## src/hdl/isaPkg.sv

```systemverilog
package isaPkg;

	localparam int dataWidth = 16; // one machine word

	typedef logic [dataWidth-1:0] word_t;

	typedef enum logic [1:0] {
		selAx,
		selBx,
		selCx,
		selDx
	} regSel_t;

	// register fields sit in par1 with dst in [3:2] and src in [1:0]
	// immediates and data addresses sit in par2, jump targets in par1
	localparam word_t opNop   = 16'h0000;
	localparam word_t opMov   = 16'h0007; // dst <= src
	localparam word_t opMovi  = 16'h0008; // dst <= par2
	localparam word_t opStore = 16'h002A; // mem[par2] <= src
	localparam word_t opLoad  = 16'h002B; // dst <= mem[par2]
	localparam word_t opOut   = 16'h000A; // bus[bx] <= dx
	localparam word_t opIn    = 16'h0028; // dx <= bus[bx]
	localparam word_t opAdd   = 16'h000C;
	localparam word_t opAdc   = 16'h000D;
	localparam word_t opSub   = 16'h000E;
	localparam word_t opSuc   = 16'h000F; // subtract with borrow
	localparam word_t opMul8  = 16'h0010;
	localparam word_t opCmp   = 16'h0014;
	localparam word_t opAnd   = 16'h0015;
	localparam word_t opNeg   = 16'h0016; // bitwise invert of dst
	localparam word_t opOr    = 16'h0018;
	localparam word_t opXor   = 16'h0019;
	localparam word_t opShl   = 16'h001A;
	localparam word_t opShr   = 16'h001B;
	localparam word_t opJmp   = 16'h0031;
	localparam word_t opJc    = 16'h0021;
	localparam word_t opJnc   = 16'h0022;
	localparam word_t opJz    = 16'h0023;
	localparam word_t opJnz   = 16'h0024;

	localparam logic [1:0] lenOne   = 2'd1;
	localparam logic [1:0] lenTwo   = 2'd2;
	localparam logic [1:0] lenThree = 2'd3;

	typedef enum logic [1:0] {
		busIdle = 2'b00,
		busRd   = 2'b01,
		busWr   = 2'b10
	} busCode_t;

	localparam word_t haltAddr = 16'hFFFF; // end marker address of a test program

	// unknown opcodes fall through as one-word nops
	function automatic logic [1:0] insnLen(word_t op);
		case (op)
			opMovi, opStore, opLoad: return lenThree;
			opMov, opAdd, opAdc, opSub, opSuc, opMul8, opCmp,
			opAnd, opNeg, opOr, opShl, opShr, opXor,
			opJmp, opJc, opJnc, opJz, opJnz: return lenTwo;
			opNop, opOut, opIn: return lenOne;
			default: return lenOne;
		endcase
	endfunction

endpackage

```

## src/hdl/aluPkg.sv

```systemverilog
package aluPkg;

	typedef enum logic [3:0] {
		aluAdd,
		aluAdc,
		aluSub,
		aluSuc, // a - b - carry
		aluMul8, // low bytes only
		aluCmp, // sub with the result dropped
		aluAnd,
		aluInv,
		aluOr,
		aluXor,
		aluShl,
		aluShr
	} aluOp_t;

	typedef struct packed {
		logic carry;
		logic zero;
		logic overflow;
	} flags_t;

	// arithmetic ops own all three flags, the rest only zero
	function automatic logic writesAllFlags(aluOp_t op);
		return op inside {aluAdd, aluAdc, aluSub, aluSuc, aluCmp};
	endfunction

endpackage

```

## src/hdl/alu.sv

```systemverilog
module alu (
	input  logic            clk,
	input  logic            rstN,
	input  logic            start,
	input  aluPkg::aluOp_t  op,
	input  isaPkg::word_t   a,
	input  isaPkg::word_t   b,
	input  logic            carryIn,
	output isaPkg::word_t   result,
	output aluPkg::flags_t  flagsOut
);
	import isaPkg::*;
	import aluPkg::*;

	localparam int msb = dataWidth - 1;

	logic [dataWidth:0] sum; // carry out on top
	logic [dataWidth:0] diff; // borrow out on top
	logic               cin;
	word_t              nextResult;
	flags_t             nextFlags;

	assign cin = (op == aluAdc || op == aluSuc) ? carryIn : 1'b0;
	assign sum = {1'b0, a} + {1'b0, b} + {{dataWidth{1'b0}}, cin};
	assign diff = {1'b0, a} - {1'b0, b} - {{dataWidth{1'b0}}, cin};

	always_comb begin
		nextResult = '0;
		nextFlags = '0;
		case (op)
			aluAdd, aluAdc: begin
				nextResult = sum[msb:0];
				nextFlags.carry = sum[dataWidth];
				// same sign in, other sign out
				nextFlags.overflow = (a[msb] == b[msb]) && (nextResult[msb] != a[msb]);
			end
			aluSub, aluSuc, aluCmp: begin
				nextResult = diff[msb:0];
				nextFlags.carry = diff[dataWidth];
				nextFlags.overflow = (a[msb] != b[msb]) && (nextResult[msb] != a[msb]);
			end
			aluMul8: nextResult = {8'h00, a[7:0]} * {8'h00, b[7:0]};
			aluAnd: nextResult = a & b;
			aluInv: nextResult = ~a;
			aluOr: nextResult = a | b;
			aluXor: nextResult = a ^ b;
			aluShl: nextResult = {a[msb-1:0], 1'b0};
			aluShr: nextResult = {1'b0, a[msb:1]};
			default: nextResult = a;
		endcase
		nextFlags.zero = (nextResult == '0);
	end

	always_ff @(posedge clk or negedge rstN) begin
		if (!rstN) begin
			flagsOut <= '0;
		end else if (start) begin
			flagsOut <= nextFlags;
		end
	end

	always_ff @(posedge clk) begin
		if (start) begin
			result <= nextResult;
		end
	end

	// the controller waits out the result cycle before the next op
	noBackToBack: assert property (@(posedge clk) disable iff (!rstN) start |=> !start)
		else $error("alu: start on two consecutive cycles");

endmodule

```

## config.mk

```make
export PLATFORM = sky130hd
export DESIGN_NAME = alu
export DESIGN_NICKNAME = d
export VERILOG_FILES = /design/src/hdl/isaPkg.sv /design/src/hdl/aluPkg.sv /design/src/hdl/alu.sv
export SDC_FILE = /design/constraint.sdc
export NUM_CORES = 1
export LEC_CHECK = 0
export BUFFER_PORTS_ARGS = -buffer_cell sky130_fd_sc_hd__buf_4
export CAP_MARGIN = 40
export CORE_MARGIN = 5
export CORE_UTILIZATION = 40
export DETAILED_ROUTE_END_ITERATION = 8
export GPL_TIMING_DRIVEN = 0
export PLACE_DENSITY_LB_ADDON = 0.05
export SYNTH_ARGS = -nofsm -noshare
export SYNTH_HDL_FRONTEND = slang
export SYNTH_SLANG_ARGS = --single-unit
```

## constraint.sdc

```tcl
create_clock -name clk -period 1 [get_ports clk]
set_clock_uncertainty 0.2 [all_clocks]
set_input_delay 0.3 -clock clk [delete_from_list [all_inputs] [get_ports clk]]
set_output_delay 0.3 -clock clk [all_outputs]
set_load 0.02 [all_outputs]
```

== After elaboration in Yosys (flattened, before gate mapping) ==
Index checks and enable logic that the tools add are counted.
Operators by class
  reductions and logical operators: 7
  equality and inequality tests: 15
  bitwise operators: 4
  $mul: 1
  $add $sub $neg: 4
  divide/modulo/power cells: 0
  shifts and indexed selects: 0
  muxes and demuxes: 4
  order comparisons: 0
Operators by type and width (count)
  $pmux 16 s9: 1
  $add 16x16->17: 1
  $add 17x1->17: 1
  $sub 16x16->17: 1
  $sub 17x1->17: 1
  $and 16x16->16: 1
  $eq 4x3->1 const B: 4
  $eq 4x4->1 const B: 4
  $logic_not 16->1: 1
  $mul 8x8->16: 1
  $not 16->16: 1
  $or 16x16->16: 1
  $xor 16x16->16: 1
  $eq 4x2->1 const B: 2
  $eq 4x1->1 const B: 1
  $logic_not 4->1: 1
  $pmux 1 s2: 2
  $ne 1x1->1: 3
  $reduce_or 3->1: 1
  $logic_and 1x1->1: 2
  $reduce_or 2->1: 1
  $eq 1x1->1: 1
  $logic_or 1x1->1: 1
  $mux 1: 1
Storage, ports and cells
  memory bits (read-only): 0
  latch bits: 0
  output and inout port bits: 19
  memories kept: 0
  bits in writable memories: 0
  register bits after elaboration: 19

== Logic depth before layout (Yosys ltp) ==
Gate-level depths: netlist of the first run.
  word-level depth: 7
  mapped depth: 20

== Least setup slack after synthesis of the first run ==
No wires, ideal clock.
  kind: in2reg
  from: input a[5]
  to: register flagsOut[1] in the netlist's numbering
  setup slack: -4035 ps
  path buffers: 1
  setup time: 92 ps
  required time: 708 ps
  stages on the path: 19
  arrival time: 4743 ps
  cell sequence: clkbuf_1 -> nand2_1 -> fa_1 -> fa_1 -> inv_1 -> fa_1 -> inv_1 -> fa_1 -> inv_1 -> ha_1 -> or3_1 -> o21ba_2 -> o21bai_1 -> xor2_1 -> a211oi_1 -> a32oi_1 -> a2111oi_0 -> nand3b_1 -> o31ai_2
On the way
  word-level cells in the longest chain between the ends: 4
  elaborated cells on any way between the ends: 11
RTL lines
  start: declaration: RTL line alu.sv:6  | input isaPkg::word_t a,
  $sub 16x16->17 or $add 16x16->17 (tied branches): RTL line alu.sv:25, alu.sv:24
  $sub 17x1->17 or $add 17x1->17 (tied branches): RTL line alu.sv:25, alu.sv:24
  $pmux 16 s9 (*): RTL line alu.sv:30  | case (op)
  named net nextResult[11]: RTL line alu.sv:20  | word_t nextResult;
  $logic_not 16->1 (*): RTL line alu.sv:51  | nextFlags.zero = (nextResult == '0);
  end signal: assignment: RTL line alu.sv:58  | flagsOut <= nextFlags;
  end: declaration: RTL line alu.sv:10  | output aluPkg::flags_t flagsOut
The timed path passes the listed nets; every way through them passes the cells marked *.
A chain may end at the register's enable or synchronous reset.

== Final worst setup path of the first run ==
  from: input b[3]
  to: register flagsOut[1] in the netlist's numbering
On the way
  word-level cells in the longest chain between the ends: 4
  elaborated cells on any way between the ends: 10
RTL lines
  start: declaration: RTL line alu.sv:7  | input isaPkg::word_t b,
  $sub 16x16->17 or $add 16x16->17 (tied branches): RTL line alu.sv:25, alu.sv:24
  $sub 17x1->17 or $add 17x1->17 (tied branches): RTL line alu.sv:25, alu.sv:24
  $pmux 16 s9 (*): RTL line alu.sv:30
  $logic_not 16->1 (*): RTL line alu.sv:51
Mark *: on every way between the ends. The rest lies on a longest branch, timed or not.

==> results of run 1 <==
cell families after synthesis:
logic type / Yosys count / share of synthesized area (%)
and+or+nand+nor: 229 / 18.5
AOI/OAI and AO/OA: 190 / 22.8
buffers and inverters: 138 / 9.31
adders and majority gates: 138 / 33.1
xor gates and xnor gates: 22 / 3.14
muxes: 21 / 4.02
DFF: 19 / 9.06
Yosys cell counts (4+ instances only):
cell type / count
edfxtp_1: 16
nand3b_1: 4
nand3_1: 10
fa_1: 40
o32a_1: 7
o21bai_1: 6
buf_4: 5
or4b_2: 4
mux2i_1: 16
or2_2: 7
a31oi_1: 5
o32ai_1: 4
nand2_1: 42
a211oi_1: 11
o211ai_1: 6
nand2b_1: 9
nor4bb_1: 4
nor3_1: 10
and2_1: 10
o21ai_0: 27
a32oi_1: 7
o22ai_1: 4
or3_1: 10
xnor2_1: 14
buf_2: 9
nor2_1: 88
inv_1: 105
clkbuf_1: 9
a21o_1: 12
nor2b_1: 10
o31ai_1: 6
xor2_1: 8
nor4_1: 5
a21oi_1: 38
o21a_1: 6
clkinv_1: 7
ha_1: 98
area by class of cell:
type                       instances  area (um2)
timing repair buffer             129        1210
clock buffer                       4        78.8
sequential                        19         556
multi-input combinational        600        5680
tap                              188         235
buffer                            26         297
fill                            1369        6540
inverter                         112         488
routing by layer:
layer  track usage [%]  share of wire, %  vias up
met5                 0                 0        -
met1              33.1                42     3128
li1                  -                 -     2970
met3              2.51               6.6       54
met4              8.97               3.1        0
met2              44.1                48      280
worst reg2reg max path, cell delays in order, from the launching register on:
cell,delay [ps]
dfrtp_1,390
buf_4,130
inv_1,40
o22ai_1,60
a31o_2,220
registers in the layout, summed over array words and instances (netlist names):
| signal | cells |
|---|---|
| result | 16 |
| flagsOut | 3 |
final timing paths:
check                            start           to  slack (ps)  cells after the start
max                               b[3]  flagsOut[1]       -3990                     20
min                               rstN  flagsOut[2]         170                      2
max reg2reg                flagsOut[2]  flagsOut[2]        -160                      4
min reg2reg                flagsOut[1]  flagsOut[1]         320                      2
max in group asynchronous         rstN  flagsOut[1]         340                      2
min in group clk                 start    result[3]         240                      1
timing repair:
item,in CTS,in global routing
endpoints found under the hold margin,3,0
setup endpoints to repair,38,38
setup buffers,58,13
hold buffers,1,0
gates resized for setup,128,46
pin swaps,70,49
stage by stage:
| step | power, mW | cell area [um2] | instances | util (%) | setup slack, ps |
|---|---|---|---|---|---|
| 2_1_floorplan | 5.81 | 6450 | 757 | - | -3710 |
| 3_3_place_gp | 7.46 | 7110 | 1002 | 47.1 | -4510 |
| 3_5_place_dp | 7.57 | 7130 | 1004 | 47.3 | -4530 |
| 4_1_cts | 9.52 | 8220 | 1066 | 54.5 | -3940 |
| 5_1_grt | 10.9 | 8550 | 1078 | 56.7 | -4080 |
| 6_report | 10.2 | 8550 | 1078 | 56.7 | -3990 |
power by group:
| part | leakage [nW] | switching (mW) | total, mW | internal, mW |
|---|---|---|---|---|
| Combinational | 3.53 | 4.38 | 8.29 | 3.92 |
| Clock | 0.0382 | 0.263 | 0.805 | 0.542 |
| Sequential | 0.196 | 0.0466 | 1.05 | 1.01 |
==> results.tsv, run 1 <==
metric	value	unit
grt_pass1_vias	6462	
tns	-62580	ps
pwr_density_cell	1190	nW/um2
avgSynthCellArea	8.10	um2
root_buffer	clkbuf_16	
numCtsBuffers	3	
place_congestion	0.951	
crit_top_cell	fa_1	
crit_family	adder cells	
synthFlopType	edfxtp_1	
drt_pass1_iterations	5	
cpPeakStageDelay	550	ps
gr-total-overflow	0	
drt_iter0_drc	386	
grt_first_pass_wirelength	36.0	mm
period_share	499	%
synth.area.top_cells	ha_1 20%, fa_1 13%, edfxtp_1 7.8%	
yosysTopAreaCell	ha_1	
leakagePower	3.76	nW
finalHoldViolCount	0	
antenna-diode-count	0	
relSlewSlack	39.9	%
fin_nets	1069	
violations	setup timing	
ir_drop	0.000754	V
drv_cap	0	
track_usage	25.5	%
vias_per_cell	5.97	
crit_chain	buf_12, clkinvlp_4, buf_12, nor2_4, fa_2, fa_1, inv_1, fa_1, fa_1, inv_2, ha_4, o21ai_4, o21ba_4, o31a_1, and3_1, o21ai_2, a32oi_2, a2111oi_2, nand3b_1, o31ai_2	
tightest_slew	879	ps
syn-instance-count	757	
core_area	15100	um2
wl_per_cell	21.8	um
synth-seq-cells	19	
status	finished, violations left	
path_clk_slew	50	ps
area.growth.synth_to_final	39.5	%
crit_arrival	4950	ps
design.portCount	59	
port-buffer-count	57	
slew_violations	0	
fp.dieW	134	um
wl	23.5	mm
cp_max_fo	7	
period_minus_slack	4990	ps
insertion_delay	250	ps
final_cell_mix	83 x buf_4, 82 x ha_1, 81 x inv_1, 67 x nor2_1, 40 x nand2_1	
async_flop_share	15.8	%
worstSetupPathType	in2reg	
syn-num-nets	935	
vias	6432	
finalWorstSetupSlack	-3990	ps
whs	172	ps
clock_path_buffers	2	
ys.warnings.count	0	
synth.distinct_cells	81	
cts.sinks	19	
rows	45	
setup_viol	38	
antenna_left	0	
cp.required	960	ps
grt_max_degree	24	
die_area	17900	um2
cp-start-kind	input pin	
antenna_found_initial	0	
crit_path_top_delay_cell	fa_1	
drive_gt1_share	33.7	%
hold_class	in2async	
final_common_cell	buf_4	
worstSetupEndpointType	flop	
hpwl	18.1	mm
ctsHtreeMaxLevel	1	
path_buf_inv	5	
yosysTopAreaCellShare	20.0	%
drc_errors	0	
synth_area	6130	um2
ys_seq_area_share	9.06	%
initial_core_util	40.6	%
cts_tree	yes	
fmax	201	MHz
rsz0062_at_grt	true	
synth-edff-count	16	
chipHeight	134	um
(Power assumes the default switching activity.)
==> run 2: changes to the inputs <==
--- a/config.mk
+++ b/config.mk
@@ -11,6 +11,7 @@
 export CORE_UTILIZATION = 40
 export DETAILED_ROUTE_END_ITERATION = 8
 export GPL_TIMING_DRIVEN = 0
+export MAX_ROUTING_LAYER = met4
 export PLACE_DENSITY_LB_ADDON = 0.05
 export SYNTH_ARGS = -nofsm -noshare
 export SYNTH_HDL_FRONTEND = slang
==> run 2 against run 1 <==
  * The flow still finishes with violations (setup timing)
  * Die area is the same
  * Cell area down 4.9%
  * Power is 3.3% lower
  * Critical path depth down 1
  * Final cell count shrank 2.0%
  * Flip-flop and latch count unchanged
  * Via count decreased by 3.2%
  * Setup slack better by 85 ps
  * Register-to-register slack about the same
  * Combinational power decreased by 4.0%
  * Sequential power is essentially flat
  * Critical path type unchanged
  * Largest power group unchanged
  * Highest routed layer unchanged
==> results.tsv, run 2 (same netlist as run 1, synthesis figures left out) <==
metric	value	unit	change
status	finished, violations left		unchanged
violations	setup timing		unchanged
power	9.82	mW	was 10.2 mW
hpwl	18.3	mm	was 18.1 mm
vias	6224		was 6,432
finalHoldViolCount	0		unchanged
multi_input_area	5530	um2	was 5680 um2
drc_errors	0		unchanged
worstSetupEndpointType	flop		unchanged
wl_met2	11.0	mm	was 11.4 mm
worstSetupPathType	in2reg		unchanged
drt_iter0_drc	332		was 386
fin_nets	1047		was 1,069
rsz0062_at_grt	true		unchanged
cp-start-kind	input pin		unchanged
antenna_found_initial	0		unchanged
rows	45		unchanged
top_register	result		unchanged
numCtsBuffers	3		unchanged
reg_top3	result: 16 flops, flagsOut: 3 flops		unchanged
final_cell_mix	88 x inv_1, 86 x ha_1, 72 x nor2_1, 71 x buf_4, 40 x nand2_1		was 83 x buf_4, 82 x ha_1, 81 x inv_1, 67 x nor2_1, 40 x nand2_1
cp_max_fo	6		was 7
design.portCount	59		unchanged
wl	23.0	mm	was 23.5 mm
r2r_end	flagsOut[2]		unchanged
insertion_delay	250	ps	about the same
rr_worst_depth	4		unchanged
regToRegSetupSlack	-170	ps	was -160 ps
place_congestion	0.943		was 0.951
period_share	490	%	was 499%
pwr_density_cell	1210	nW/um2	was 1190 nW/um2
initial_core_util	40.6	%	unchanged
dpl_worst_slack	-4460	ps	was -4530 ps
dpl-instance-area	7130	um2	unchanged
final_core_util	53.9	%	was 56.7%
chipHeight	134	um	unchanged
antenna-diode-count	0		unchanged
path_clk_slew	50	ps	about the same
final_common_cell	inv_1		was buf_4
leakagePower	3.60	nW	was 3.76 nW
ctsHtreeMaxLevel	1		unchanged
period_minus_slack	4900	ps	was 4990 ps
gr-total-overflow	0		unchanged
wl_met3	1.23	mm	was 1.54 mm
area.growth.synth_to_final	32.7	%	was 39.5%
core_area	15100	um2	unchanged
reg2reg_from	flagsOut[2]		unchanged
hold_class	in2async		unchanged
crit_arrival	4870	ps	was 4950 ps
root_buffer	clkbuf_16		unchanged
drv_cap	0		unchanged
fp.dieW	134	um	unchanged
setup_viol	38		unchanged
wl_per_cell	21.8	um	about the same
antenna_left	0		unchanged
cts.sinks	19		unchanged
fin_area	8130	um2	was 8550 um2
vias_per_cell	5.89		was 5.97
highest_layer	met4		unchanged
finalWorstSetupSlack	-3900	ps	was -3990 ps
die_area	17900	um2	unchanged
grt_pass1_vias	6214		was 6,462
drt_pass1_iterations	7		was 5
ir_drop	0.000745	V	was 0.000754 V
track_usage	25.9	%	was 25.5%
cts_tree	yes		unchanged
slew_violations	0		unchanged
port-buffer-count	57		unchanged
fmax	204	MHz	was 201 MHz
fill_cells	1438		was 1,369
crit_start	b[7]		was b[3]
grt_first_pass_wirelength	35.4	mm	was 36.0 mm
relSlewSlack	44.0	%	was 39.9%
clock_path_buffers	2		unchanged
largest_reg_flops	16		unchanged
grt_max_degree	24		unchanged
final-seq-area	556	um2	unchanged
tightest_slew	829	ps	was 879 ps
wirelength_met1	10.1	mm	was 9.88 mm
cp.required	960	ps	about the same
drive_gt1_share	29.8	%	was 33.7%
## run 2: routing by layer
layer	up-vias	global-route usage, %
met3	53	2.25
met1	3027	33.5
li1	2916	-
met5	-	-
met4	0	8.40
met2	228	43.1
## run 2: worst max path at each step
stage	endpoint	cells after the start
after floorplan	flagsOut[1]	19
after global placement	flagsOut[1]	18
after detailed placement	flagsOut[1]	18
after CTS	flagsOut[1]	20
after global routing	flagsOut[1]	20
final	flagsOut[1]	19
## run 2: per-stage QoR
| stage | hold WS [ps] | setup TNS, ps | std cells |
|---|---|---|---|
| after floorplan | -196 | -52870 | 757 |
| after global placement | -110 | -65920 | 1002 |
| after detailed placement | -105 | -66520 | 1004 |
| after CTS | 173 | -61480 | 1049 |
| after global routing | 202 | -64440 | 1056 |
| final | 173 | -61600 | 1056 |
## run 2: critical path, stage by stage
cell and delay, ps:
buf_4 140, clkinvlp_4 150, nor2_1 160, fa_1 460, fa_1 500, fa_1 500, inv_1 50, fa_1 500
inv_2 50, ha_4 160, or3_4 330, o22a_1 220, a41o_1 210, buf_4 140, a21oi_2 110, mux2_2 180
o21ai_2 60, o32a_1 400, o31ai_2 240
## run 2: report_power, final
group	total, mW	internal, mW	switching (mW)
combinational	7.96	3.72	4.24
sequential	1.05	1.01	0.0467
clock	0.806	0.542	0.264
## run 2: timing repair
| action | 4_1_cts | 5_1_grt |
|---|---|---|
| cloned | 0 | 0 |
| hold buffers | 1 | 0 |
| resized for setup | 114 | 15 |
| pin swaps | 46 | 21 |
| endpoints found under the hold margin | 3 | 0 |
| setup buffers | 40 | 8 |
| setup endpoints to repair | 38 | 38 |
## run 2: final cells by class
class | instances | share of cell area, %
Inverter | 112 | 6.14
Sequential cell | 19 | 6.83
Clock buffer | 4 | 0.970
Multi-Input combinational cell | 600 | 68.0
Timing Repair Buffer | 107 | 11.6
Buffer | 26 | 3.52
Tap cell | 188 | 2.89
