## src/hdl/isaPkg.sv

```systemverilog
package isaPkg;

	localparam int dataWidth = 16; // one machine word

	typedef logic [dataWidth-1:0] word_t;

	typedef enum logic [1:0] {
		selAx,
		selBx,
		selCx,
		selDx
	} regSel_t;

	// register fields sit in par1 with dst in [3:2] and src in [1:0]
	// immediates and data addresses sit in par2, jump targets in par1
	localparam word_t opNop   = 16'h0000;
	localparam word_t opMov   = 16'h0007; // dst <= src
	localparam word_t opMovi  = 16'h0008; // dst <= par2
	localparam word_t opStore = 16'h002A; // mem[par2] <= src
	localparam word_t opLoad  = 16'h002B; // dst <= mem[par2]
	localparam word_t opOut   = 16'h000A; // bus[bx] <= dx
	localparam word_t opIn    = 16'h0028; // dx <= bus[bx]
	localparam word_t opAdd   = 16'h000C;
	localparam word_t opAdc   = 16'h000D;
	localparam word_t opSub   = 16'h000E;
	localparam word_t opSuc   = 16'h000F; // subtract with borrow
	localparam word_t opMul8  = 16'h0010;
	localparam word_t opCmp   = 16'h0014;
	localparam word_t opAnd   = 16'h0015;
	localparam word_t opNeg   = 16'h0016; // bitwise invert of dst
	localparam word_t opOr    = 16'h0018;
	localparam word_t opXor   = 16'h0019;
	localparam word_t opShl   = 16'h001A;
	localparam word_t opShr   = 16'h001B;
	localparam word_t opJmp   = 16'h0031;
	localparam word_t opJc    = 16'h0021;
	localparam word_t opJnc   = 16'h0022;
	localparam word_t opJz    = 16'h0023;
	localparam word_t opJnz   = 16'h0024;

	localparam logic [1:0] lenOne   = 2'd1;
	localparam logic [1:0] lenTwo   = 2'd2;
	localparam logic [1:0] lenThree = 2'd3;

	typedef enum logic [1:0] {
		busIdle = 2'b00,
		busRd   = 2'b01,
		busWr   = 2'b10
	} busCode_t;

	localparam word_t haltAddr = 16'hFFFF; // end marker address of a test program

	// unknown opcodes fall through as one-word nops
	function automatic logic [1:0] insnLen(word_t op);
		case (op)
			opMovi, opStore, opLoad: return lenThree;
			opMov, opAdd, opAdc, opSub, opSuc, opMul8, opCmp,
			opAnd, opNeg, opOr, opShl, opShr, opXor,
			opJmp, opJc, opJnc, opJz, opJnz: return lenTwo;
			opNop, opOut, opIn: return lenOne;
			default: return lenOne;
		endcase
	endfunction

endpackage

```

## src/hdl/aluPkg.sv

```systemverilog
package aluPkg;

	typedef enum logic [3:0] {
		aluAdd,
		aluAdc,
		aluSub,
		aluSuc, // a - b - carry
		aluMul8, // low bytes only
		aluCmp, // sub with the result dropped
		aluAnd,
		aluInv,
		aluOr,
		aluXor,
		aluShl,
		aluShr
	} aluOp_t;

	typedef struct packed {
		logic carry;
		logic zero;
		logic overflow;
	} flags_t;

	// arithmetic ops own all three flags, the rest only zero
	function automatic logic writesAllFlags(aluOp_t op);
		return op inside {aluAdd, aluAdc, aluSub, aluSuc, aluCmp};
	endfunction

endpackage

```

## src/hdl/cpuControl.sv

```systemverilog
module cpuControl #(
	parameter int addrWidth = 12
) (
	input  logic                 clk,
	input  logic                 rstN,
	input  isaPkg::word_t        fetchWord0,
	input  isaPkg::word_t        fetchWord1,
	input  isaPkg::word_t        fetchWord2,
	input  isaPkg::word_t        dataWord,
	input  isaPkg::word_t        rdDataA,
	input  isaPkg::word_t        rdDataB,
	input  isaPkg::word_t        regBx,
	input  isaPkg::word_t        aluResult,
	input  aluPkg::flags_t       aluFlags,
	input  isaPkg::word_t        busRdData,
	output logic [addrWidth-1:0] fetchAddr0,
	output logic [addrWidth-1:0] fetchAddr1,
	output logic [addrWidth-1:0] fetchAddr2,
	output logic [addrWidth-1:0] dataAddr,
	output logic [addrWidth-1:0] wrAddr,
	output isaPkg::word_t        wrData,
	output logic                 wrEn,
	output isaPkg::regSel_t      rdSelA,
	output isaPkg::regSel_t      rdSelB,
	output isaPkg::regSel_t      regWrSel,
	output logic                 regWrEn,
	output isaPkg::word_t        regWrData,
	output logic                 aluStart,
	output aluPkg::aluOp_t       aluOp,
	output isaPkg::word_t        aluA,
	output isaPkg::word_t        aluB,
	output logic                 carryOut,
	output logic                 busWrite,
	output logic                 busRead
);
	import isaPkg::*;
	import aluPkg::*;

	logic [addrWidth-1:0] pc;
	logic [addrWidth-1:0] nextPc;
	flags_t               flags;
	logic                 phase; // second cycle of a two-cycle insn
	logic                 running; // first cycle out of reset is idle
	logic                 twoCycle;
	logic                 useAlu;
	logic                 decWrEn;
	logic                 decRegWrEn;
	logic                 done;
	busCode_t             busCmd;

	assign fetchAddr0 = pc;
	assign fetchAddr1 = pc + 1'b1;
	assign fetchAddr2 = pc + 2'd2;
	assign dataAddr = fetchWord2[addrWidth-1:0];
	assign wrAddr = fetchWord2[addrWidth-1:0];
	assign wrData = rdDataB; // store src
	assign rdSelA = regSel_t'(fetchWord1[3:2]);
	assign rdSelB = regSel_t'(fetchWord1[1:0]);
	assign aluA = rdDataA;
	assign aluB = rdDataB;
	assign carryOut = flags.carry; // for adc and suc

	always_comb begin
		useAlu = 1'b1;
		aluOp = aluAdd;
		case (fetchWord0)
			opAdd: aluOp = aluAdd;
			opAdc: aluOp = aluAdc;
			opSub: aluOp = aluSub;
			opSuc: aluOp = aluSuc;
			opMul8: aluOp = aluMul8;
			opCmp: aluOp = aluCmp;
			opAnd: aluOp = aluAnd;
			opNeg: aluOp = aluInv;
			opOr: aluOp = aluOr;
			opXor: aluOp = aluXor;
			opShl: aluOp = aluShl;
			opShr: aluOp = aluShr;
			default: useAlu = 1'b0;
		endcase
	end

	always_comb begin
		nextPc = pc + addrWidth'(insnLen(fetchWord0));
		twoCycle = useAlu;
		decWrEn = 1'b0;
		decRegWrEn = useAlu & phase & (aluOp != aluCmp); // cmp only sets flags
		regWrSel = rdSelA;
		regWrData = useAlu ? aluResult : rdDataB;
		busCmd = busIdle;
		case (fetchWord0)
			opMov: decRegWrEn = 1'b1;
			opMovi: begin
				decRegWrEn = 1'b1;
				regWrData = fetchWord2;
			end
			opStore: decWrEn = 1'b1;
			opLoad: begin
				twoCycle = 1'b1;
				decRegWrEn = phase;
				regWrData = dataWord;
			end
			opOut: busCmd = busWr;
			opIn: begin
				twoCycle = 1'b1;
				if (!phase) begin
					busCmd = busRd;
				end
				decRegWrEn = phase; // responder data valid now
				regWrSel = selDx;
				regWrData = busRdData;
			end
			opJmp: nextPc = fetchWord1[addrWidth-1:0];
			opJc: if (flags.carry) nextPc = fetchWord1[addrWidth-1:0];
			opJnc: if (!flags.carry) nextPc = fetchWord1[addrWidth-1:0];
			opJz: if (flags.zero) nextPc = fetchWord1[addrWidth-1:0];
			opJnz: if (!flags.zero) nextPc = fetchWord1[addrWidth-1:0];
			default: ;
		endcase
	end

	assign done = !twoCycle || phase;
	assign wrEn = running & decWrEn;
	assign regWrEn = running & decRegWrEn;
	assign aluStart = running & useAlu & ~phase;
	assign busWrite = running & (busCmd == busWr);
	assign busRead = running & (busCmd == busRd);

	always_ff @(posedge clk or negedge rstN) begin
		if (!rstN) begin
			running <= 1'b0;
			pc <= '0;
			phase <= 1'b0;
			flags <= '0;
		end else begin
			running <= 1'b1;
			if (running) begin
				phase <= twoCycle & ~phase;
				if (done) begin
					pc <= nextPc;
				end
				if (useAlu && phase) begin
					if (writesAllFlags(aluOp)) begin
						flags <= aluFlags;
					end else begin
						flags.zero <= aluFlags.zero; // mul8 and bitwise
					end
				end
			end
		end
	end

	// an IN read cycle is followed by its capture cycle, bus otherwise quiet
	busExclusive: assert property (@(posedge clk) disable iff (!rstN)
		busRead |-> !busWrite ##1 !(busRead || busWrite))
		else $error("cpuControl: bus strobes overlap");

	// responder answers from bx, which must hold until dx is written
	// (bx == haltAddr on an OUT is the end marker of a test program)
	inAddrStable: assert property (@(posedge clk) disable iff (!rstN)
		busRead |=> $stable(regBx))
		else $error("cpuControl: bx moved during IN");

endmodule

```

## config.mk

```make
export PLATFORM = sky130hd
export DESIGN_NAME = cpuControl
export DESIGN_NICKNAME = d
export VERILOG_FILES = /design/src/hdl/isaPkg.sv /design/src/hdl/aluPkg.sv /design/src/hdl/cpuControl.sv
export SDC_FILE = /design/constraint.sdc
export NUM_CORES = 1
export LEC_CHECK = 0
export BUFFER_PORTS_ARGS = -buffer_cell sky130_fd_sc_hd__buf_2
export CORE_AREA = 2 2 113 115
export CTS_BUF_LIST = sky130_fd_sc_hd__clkbuf_4
export DETAILED_ROUTE_END_ITERATION = 7
export DIE_AREA = 0 0 115 117
export PLACE_DENSITY = 0.67
export SKIP_CTS_REPAIR_TIMING = 1
export SLEW_MARGIN = 25
export SYNTH_ARGS = -nofsm -noshare
export SYNTH_HDL_FRONTEND = slang
export SYNTH_SLANG_ARGS = --single-unit
```

## constraint.sdc

```tcl
create_clock -name clk -period 2.73 [get_ports clk]
set_clock_uncertainty 0.05 [all_clocks]
set_input_delay 0.4095 -clock clk [delete_from_list [all_inputs] [get_ports clk]]
set_output_delay 0.4095 -clock clk [all_outputs]
set_load 0.02 [all_outputs]
```

-- Yosys cells after proc, flatten, opt, wreduce, memory -nomap -nowiden
Memories as Yosys holds them, arrays and structs flattened.
Cells that the tools add are included.
- muxes and demuxes: 16
- bitwise gates (word level): 10
- add/subtract/negate cells: 3
- eq/ne operators: 30
- reduce and logical (&&, ||, !) cells: 12
- operators by type and width (kind ; number):
    $eq 16x5->1 const B ; 8
    $eq 16x6->1 const B ; 8
    $eq 16x4->1 const B ; 6
    $pmux 12 s5 ; 1
    $mux 12 ; 4
    $pmux 16 s3 ; 1
    $pmux 4 s11 ; 1
    $eq 16x3->1 const B ; 1
    $mux 16 ; 1
    $add 12x1->12 const B ; 1
    $add 12x2->12 ; 1
    $add 12x2->12 const B ; 1
    $reduce_or 12->1 ; 1
    $logic_not 10->1 ; 1
    $and 1x1->1 ; 9
    $eq 4x2->1 const B ; 2
    $reduce_bool 5->1 ; 1
    $eq 4x1->1 const B ; 1
    $eq 4x3->1 const B ; 1
    $logic_not 4->1 ; 1
    $mux 1 ; 4
    $mux 2 ; 2
    $ne 4x3->1 const B ; 1
    $pmux 2 s2 ; 1
    other kinds (10) ; 12
- input bits: 149
- bits in registers: 16
- bits in read-only memories: 128
- output and inout port bits: 140
- memories kept: 1
- memories (memory ; words ; bits a word ; read ports ; clocked after memory_dff ; wr ports ; line ; RTL):
    (name not given) ; 64 ; 2 ; 1 ; 0 ; 0 ; isaPkg.sv:55 ; case (op)

-- Depth between registers and ports, before layout
Gate-level depths: netlist (run 1).
- depth after elaboration: 7
- depth in mapped cells: 14
- gate-level depth less buffers: 13

-- Worst setup path before layout (run 1)
No wires, ideal clock.
- kind: input -> register
- start point: in fetchWord0[9]
- end point: reg pc[11], in the netlist fetchAddr0[11]
- library setup time: 0.142 ns
- arrival: 2.570 ns
- path slack: -0.032 ns
- cell stages on the path: 11
- cell sequence: nor4_2 nand3_2 buf_2 a211oi_1 ha_1 a21oi_1 nor2_1 nand2_1 nor2_1 o21ai_0 a22oi_1
- longest elaborated chain between the ends: 7
- elaborated cells on any way between the ends: 34
- RTL lines (item ; line ; RTL):
    from (decl) ; cpuControl.sv:6 ; input isaPkg::word_t fetchWord0,
    branches (longest 7 deep; another with $add 12x2->12) ; -- ;
    to (signal assigned) ; cpuControl.sv:140 ; pc <= nextPc;
    to (decl) ; cpuControl.sv:39 ; logic [addrWidth-1:0] pc;
Several ways; the timed one is not identified.
A chain may end at the register's enable or synchronous reset.

-- Final worst setup path (run 1)
- start point: in fetchWord0[0]
- end point: out regWrData[15]
- longest elaborated chain between the ends: 5
- elaborated cells on any way between the ends: 19
- RTL lines (item ; line ; RTL):
    $eq 16x5->1 / $eq 16x4->1 (equally long branches) ; cpuControl.sv:66 ; case (fetchWord0)
    $reduce_or 12->1 (no line) ; -- ;
    $mux 1 ; cpuControl.sv:66 ;
    $mux 16 ; cpuControl.sv:89 ; regWrData = useAlu ? aluResult : rdDataB;
    $pmux 16 s3 (*) ; cpuControl.sv:91 ; case (fetchWord0)
    to (decl) ; cpuControl.sv:27 ; output isaPkg::word_t regWrData,
Mark *: on every way between the ends. The rest lies on a longest branch, timed or not.

==> impl_metrics.ini, run 1 <==
[grt]
grt_pass1_vias = 3104
antenna_found_initial = 0
grt_pass1_wl_mm = 16.4
track_usage_pct = 15.3
grt_start_max_net_pins = 26
grt_overflow = 0

[drt]
vias_per_cell = 5.03
routed_wl_mm = 11.9
drcViolationCount = 0
drtIter0Drc = 201
routedWlPerCell_um = 16.2
ant_nets = 0
dr.pass1.iters = 6
num_vias = 3715

[setup_path]
endpoint_kind = primary output
cp.required_ns = 2.27
worstPathArrival_ns = 2.19
startpoint_type = input pin
cp_max_fo = 8
path_class = in -> out

[placed_design]
place_congestion = 0.846
dpl.hpwl_mm = 9.72
io_buffers = 235
post-place-ws_ns = -0.0552

[synthesis]
syn_nets = 553
synth_edf_count = 0
yosys_warnings = 0
synth_top_flop_cell = dfrtp_1
synth_area_leaders = buf_4, dfrtp_1, mux2i_1, xnor2_1, a222oi_1
synth_common_cells = buf_4, nor2_1, nand2_1, mux2i_1, xnor2_1
synth.largest_area_cell = buf_4
async_reset_ff_share_pct = 100
netlist_area_um2 = 3100
ys_seq_area_share_pct = 12.9
yosysUniqueCellTypes = 68
ys_seq_elements = 16
synth.most_common_cell = buf_4
syn_inst = 399
syn_area_per_cell_um2 = 7.76
synth_top_area_share_pct = 19.6

[clock_network]
clkTransAtPathRegs_ns = 0.10
cts_made_buffers = 3
htree_levels = 1
cts_tree = built
clockRootBuffer = clkbuf_4
cts.path.max_buffers = 2
clock-sinks = 16
clock_latency_ns = 0.29

[floorplan]
die_area_um2 = 13500
io_pins = 289
core-area_um2 = 12300
initial_core_util_pct = 25.1
placementRows = 41
die_w_um = 115
die_h_um = 117

[sta]
min_period_ns = 2.65
finalHoldViolCount = 0
setup_viol = 0
rsz0062_at_grt = yes
min_period_over_period_pct = 97.0
timing.fmax_mhz = 377
drv_slew = 0
worst_slack_ns = 0.0809

[final_layout]
nNetsFinal = 743
fin_util_pct = 35.1
syn_to_final_growth_pct = 39.6
fillers = 1343
diodes = 0
drive_gt1_share_pct = 53.9

[power]
power.leakage_uw = 0.00206
worst_ir_drop_vdd_uv = 269
power_density_nw_per_um2 = 522

[job]
drv.max_cap_violation_count = 0

[status]
status = completed

[worst_hold_path]
min_path_type = in -> reg
[flip-flops by register name (all words and copies together) (netlist names)]
signal	count
running	1
flags	1
fetchAddr0	12
carryOut	1
phase	1
[worst max-delay path, cell delays in order]
cell	delay (ns)
buf_8	0.10
nor2b_4	0.12
o21a_1	0.19
buf_6	0.12
o31a_1	0.29
nor3_4	0.26
buf_12	0.19
mux2i_4	0.26
o21ai_2	0.07
buf_4	0.17
[per-layer routing]
| layer | share of wire [%] | track usage [%] | up-vias |
|---|---|---|---|
| met5 | 0 | 0 | - |
| met3 | 7.9 | 1.85 | 10 |
| met4 | 1.2 | 3.29 | 0 |
| li1 | - | - | 1768 |
| met2 | 45 | 22.7 | 193 |
| met1 | 46 | 23.6 | 1744 |
[where the power goes]
group	internal, uW	switching (uW)	total (uW)	leakage, uW
clock network	53.2	84.9	138	0.0000154
registers	313	166	479	0.000182
logic	643	996	1640	0.00186
[placed cells by master (no fill, tap or decap), types with 15 or more instances in the layout]
cell type / count
inv_1: 15
buf_4: 45
xnor2_1: 19
nand2_1: 23
nor2_1: 29
dfrtp_1: 16
mux2i_1: 20
buf_2: 230
a222oi_1: 16
o21ai_1: 17
[kinds of logic (layout without fill, tap and decap cells)]
kind of cell	count (synthesis)	after routing	synth area share, %
other	1	1	0.121
buffers and inverters	117	306	25.5
and+or+nand+nor	120	120	21.6
adders and majority gates	5	5	2.26
muxes	25	25	8.21
DFF	16	16	12.9
AOI/OAI and AO/OA	94	94	23.4
xor gates and xnor gates	21	21	5.94
[worst paths after layout]
check / start / endpoint / slack [ns] / depth (start not counted)
setup / recovery: fetchWord0[0] / regWrData[15] / 0.08 / 10
max in group asynchronous: rstN / fetchAddr0[11] / 1.82 / 2
hold reg to reg: flags[1] / flags[1] / 0.54 / 1
hold / removal: aluFlags[1] / flags[1] / 0.28 / 2
min in group asynchronous: rstN / fetchAddr0[0] / 0.52 / 2
setup reg to reg: flags[1] / fetchAddr0[6] / 0.54 / 6
[per-stage QoR]
step                      std cells  total power (uW)  setup TNS, ns  cell area [um^2]  hold slack (ns)
final                           738              2260              0              4320            0.281
after global routing            738              2450         -0.635              4320            0.259
after CTS                       728              2260       -0.00502              4130          -0.0170
after detailed placement        724              2120         -0.125              4100            0.321
after global placement          724              2110         -0.115              4100            0.309
after floorplan                 399              1610              0              3100           0.0639
[cell type report]
cell class / instances / area, um^2 / share of cell area (%)
multi-input combinational: 266 / 1970 / 45.6
timing repair buffer: 286 / 1680 / 38.8
sequential: 16 / 400 / 9.26
tap: 150 / 188 / 4.34
inverter: 16 / 60.1 / 1.39
clock buffer: 3 / 22.5 / 0.521
clock inverter: 1 / 3.75 / 0.0869
Power figures use the tool's default switching activity.
==> run 2: changes to the inputs <==
--- a/config.mk
+++ b/config.mk
@@ -11,6 +11,7 @@
 export DETAILED_ROUTE_END_ITERATION = 7
 export DIE_AREA = 0 0 115 117
 export PLACE_DENSITY = 0.67
+export REMOVE_ABC_BUFFERS = 1
 export SKIP_CTS_REPAIR_TIMING = 1
 export SLEW_MARGIN = 25
 export SYNTH_ARGS = -nofsm -noshare
==> run 2 against run 1 <==
Against the previous run:
- via count is 1.2% higher
- critical path depth up 1
- sequential power is 9.6% lower
- cell count increased by 0.14%
- fmax decreased by 1.3%
- die area unchanged
- wire length is 11% higher
==> impl_metrics.ini, run 2 (synthesis gave the netlist of run 1 again) <==
[sta]
setup_viol = 0
hold_slack_ns = 0.281
rsz0062_at_grt = yes
drv_slew = 0
min_period_over_period_pct = 98.3
finalHoldViolCount = 0
timing.fmax_mhz = 373
min_period_ns = 2.68

[grt]
grt_start_max_net_pins = 26
grt_pass1_vias = 3379
antenna_found_initial = 1
grt_pass1_wl_mm = 18.2
grt_overflow = 0
track_usage_pct = 17.4

[final_layout]
final_common_cell = buf_2
drive_gt1_share_pct = 53.9
regArea_um2 = 400
largest_register_ff_count = 12
syn_to_final_growth_pct = 41.2
design_area_um2 = 4370
nNetsFinal = 743
multi_input_area_um2 = 1990
fillers = 1323
fin_util_pct = 35.5
final_cell_mix = buf_2, buf_4, nor2_1

[clock_network]
clockRootBuffer = clkbuf_4
clock_latency_ns = 0.30
cts.path.max_buffers = 2
clock-sinks = 16
clkTransAtPathRegs_ns = 0.10
htree_levels = 1
cts_made_buffers = 3
cts_tree = built

[floorplan]
die_w_um = 115
io_pins = 289
core-area_um2 = 12300
initial_core_util_pct = 25.1
die_h_um = 117
placementRows = 41
die_area_um2 = 13500

[setup_path]
crit_chain = buf_6 -> nor2b_4 -> o21a_1 -> buf_6 -> o31a_1 -> nor3_4 -> buf_4 -> buf_12 -> mux2i_4 -> o21ai_1 -> buf_2
cp_common_cell = buf_6
path_class = in -> out
worstPathArrival_ns = 2.22
endpoint_kind = primary output
worst-path-buf-inv = 5
startpoint_type = input pin
crit_family = buffers and inverters
ff2ff_setup_slack_ns = 0.56
r2r-end = fetchAddr0[6]
r2r_start = carryOut
cp_max_fo = 5
max_stage_delay_ns = 0.30
reg2regPathDepth = 6
cp_slowest_cell = o31a_1
cp.required_ns = 2.27

[worst_hold_path]
hold_start = aluFlags[2]
hold_depth = 2
hold_end = carryOut
min_path_type = in -> reg

[drt]
routed_wl_mm = 13.2
routedWlPerCell_um = 17.9
num_vias = 3758
drcViolationCount = 0
drtIter0Drc = 237
ant_nets = 0
vias_per_cell = 5.09
dr.pass1.iters = 7

[placed_design]
dpl.hpwl_mm = 10.6
place_congestion = 0.825
io_buffers = 235
placed_cell_area_um2 = 4120

[power]
worst_ir_drop_vdd_uv = 195
power_density_nw_per_um2 = 525
power.leakage_uw = 0.00207

[job]
drv.max_cap_violation_count = 0

[status]
status = completed
run 2: worst max path at each step:
| stage | start | end | slack, ns | cells after the start |
|---|---|---|---|---|
| 2_1_floorplan | fetchWord0[9] | regWrData[12] | -0.65 | 5 |
| 3_3_place_gp | fetchWord0[9] | regWrData[7] | -0.04 | 10 |
| 3_5_place_dp | fetchWord0[9] | fetchAddr0[1] | -0.06 | 10 |
| 4_1_cts | fetchWord0[9] | regWrData[11] | -0.06 | 10 |
| 5_1_grt | fetchWord0[15] | aluOp[1] | -0.05 | 10 |
| 6_report | fetchWord0[0] | regWrData[15] | 0.05 | 11 |
run 2: area by class of cell:
class                      count  share of cell area, %
clock inverter                 1                 0.0859
tap                          150                   4.29
inverter                      16                   1.37
timing repair buffer         286                   39.0
sequential                    16                   9.16
antenna                        1                 0.0572
clock buffer                   3                  0.515
multi-input combinational    266                   45.6
run 2: stage by stage:
| step | setup TNS, ns | cells | setup WS (ns) | power [uW] |
|---|---|---|---|---|
| 4_1_cts | -0.299 | 727 | -0.0553 | 2300 |
| 3_3_place_gp | -0.167 | 723 | -0.0439 | 2140 |
| 5_1_grt | -0.124 | 738 | -0.0512 | 2490 |
| 6_report | 0 | 739 | 0.0463 | 2300 |
| 3_5_place_dp | -0.423 | 723 | -0.0597 | 2150 |
| 2_1_floorplan | -9.99 | 298 | -0.648 | 1400 |
run 2: where the power goes:
| part | leakage, uW | internal (uW) | switching [uW] |
|---|---|---|---|
| combinational | 0.00187 | 664 | 1060 |
| sequential | 0.000182 | 313 | 120 |
| clock | 0.0000154 | 53.2 | 87.6 |
| total | 0.00207 | 1030 | 1270 |
run 2: routing by layer:
layer / global-route usage (%) / share of wire [%] / routed length (um)
met5: 4.44 / 0.63 / 84
met4: 3.21 / 1.7 / 223
met3: 6.49 / 12 / 1540
met2: 29.9 / 48 / 6390
met1: 20.8 / 38 / 5010
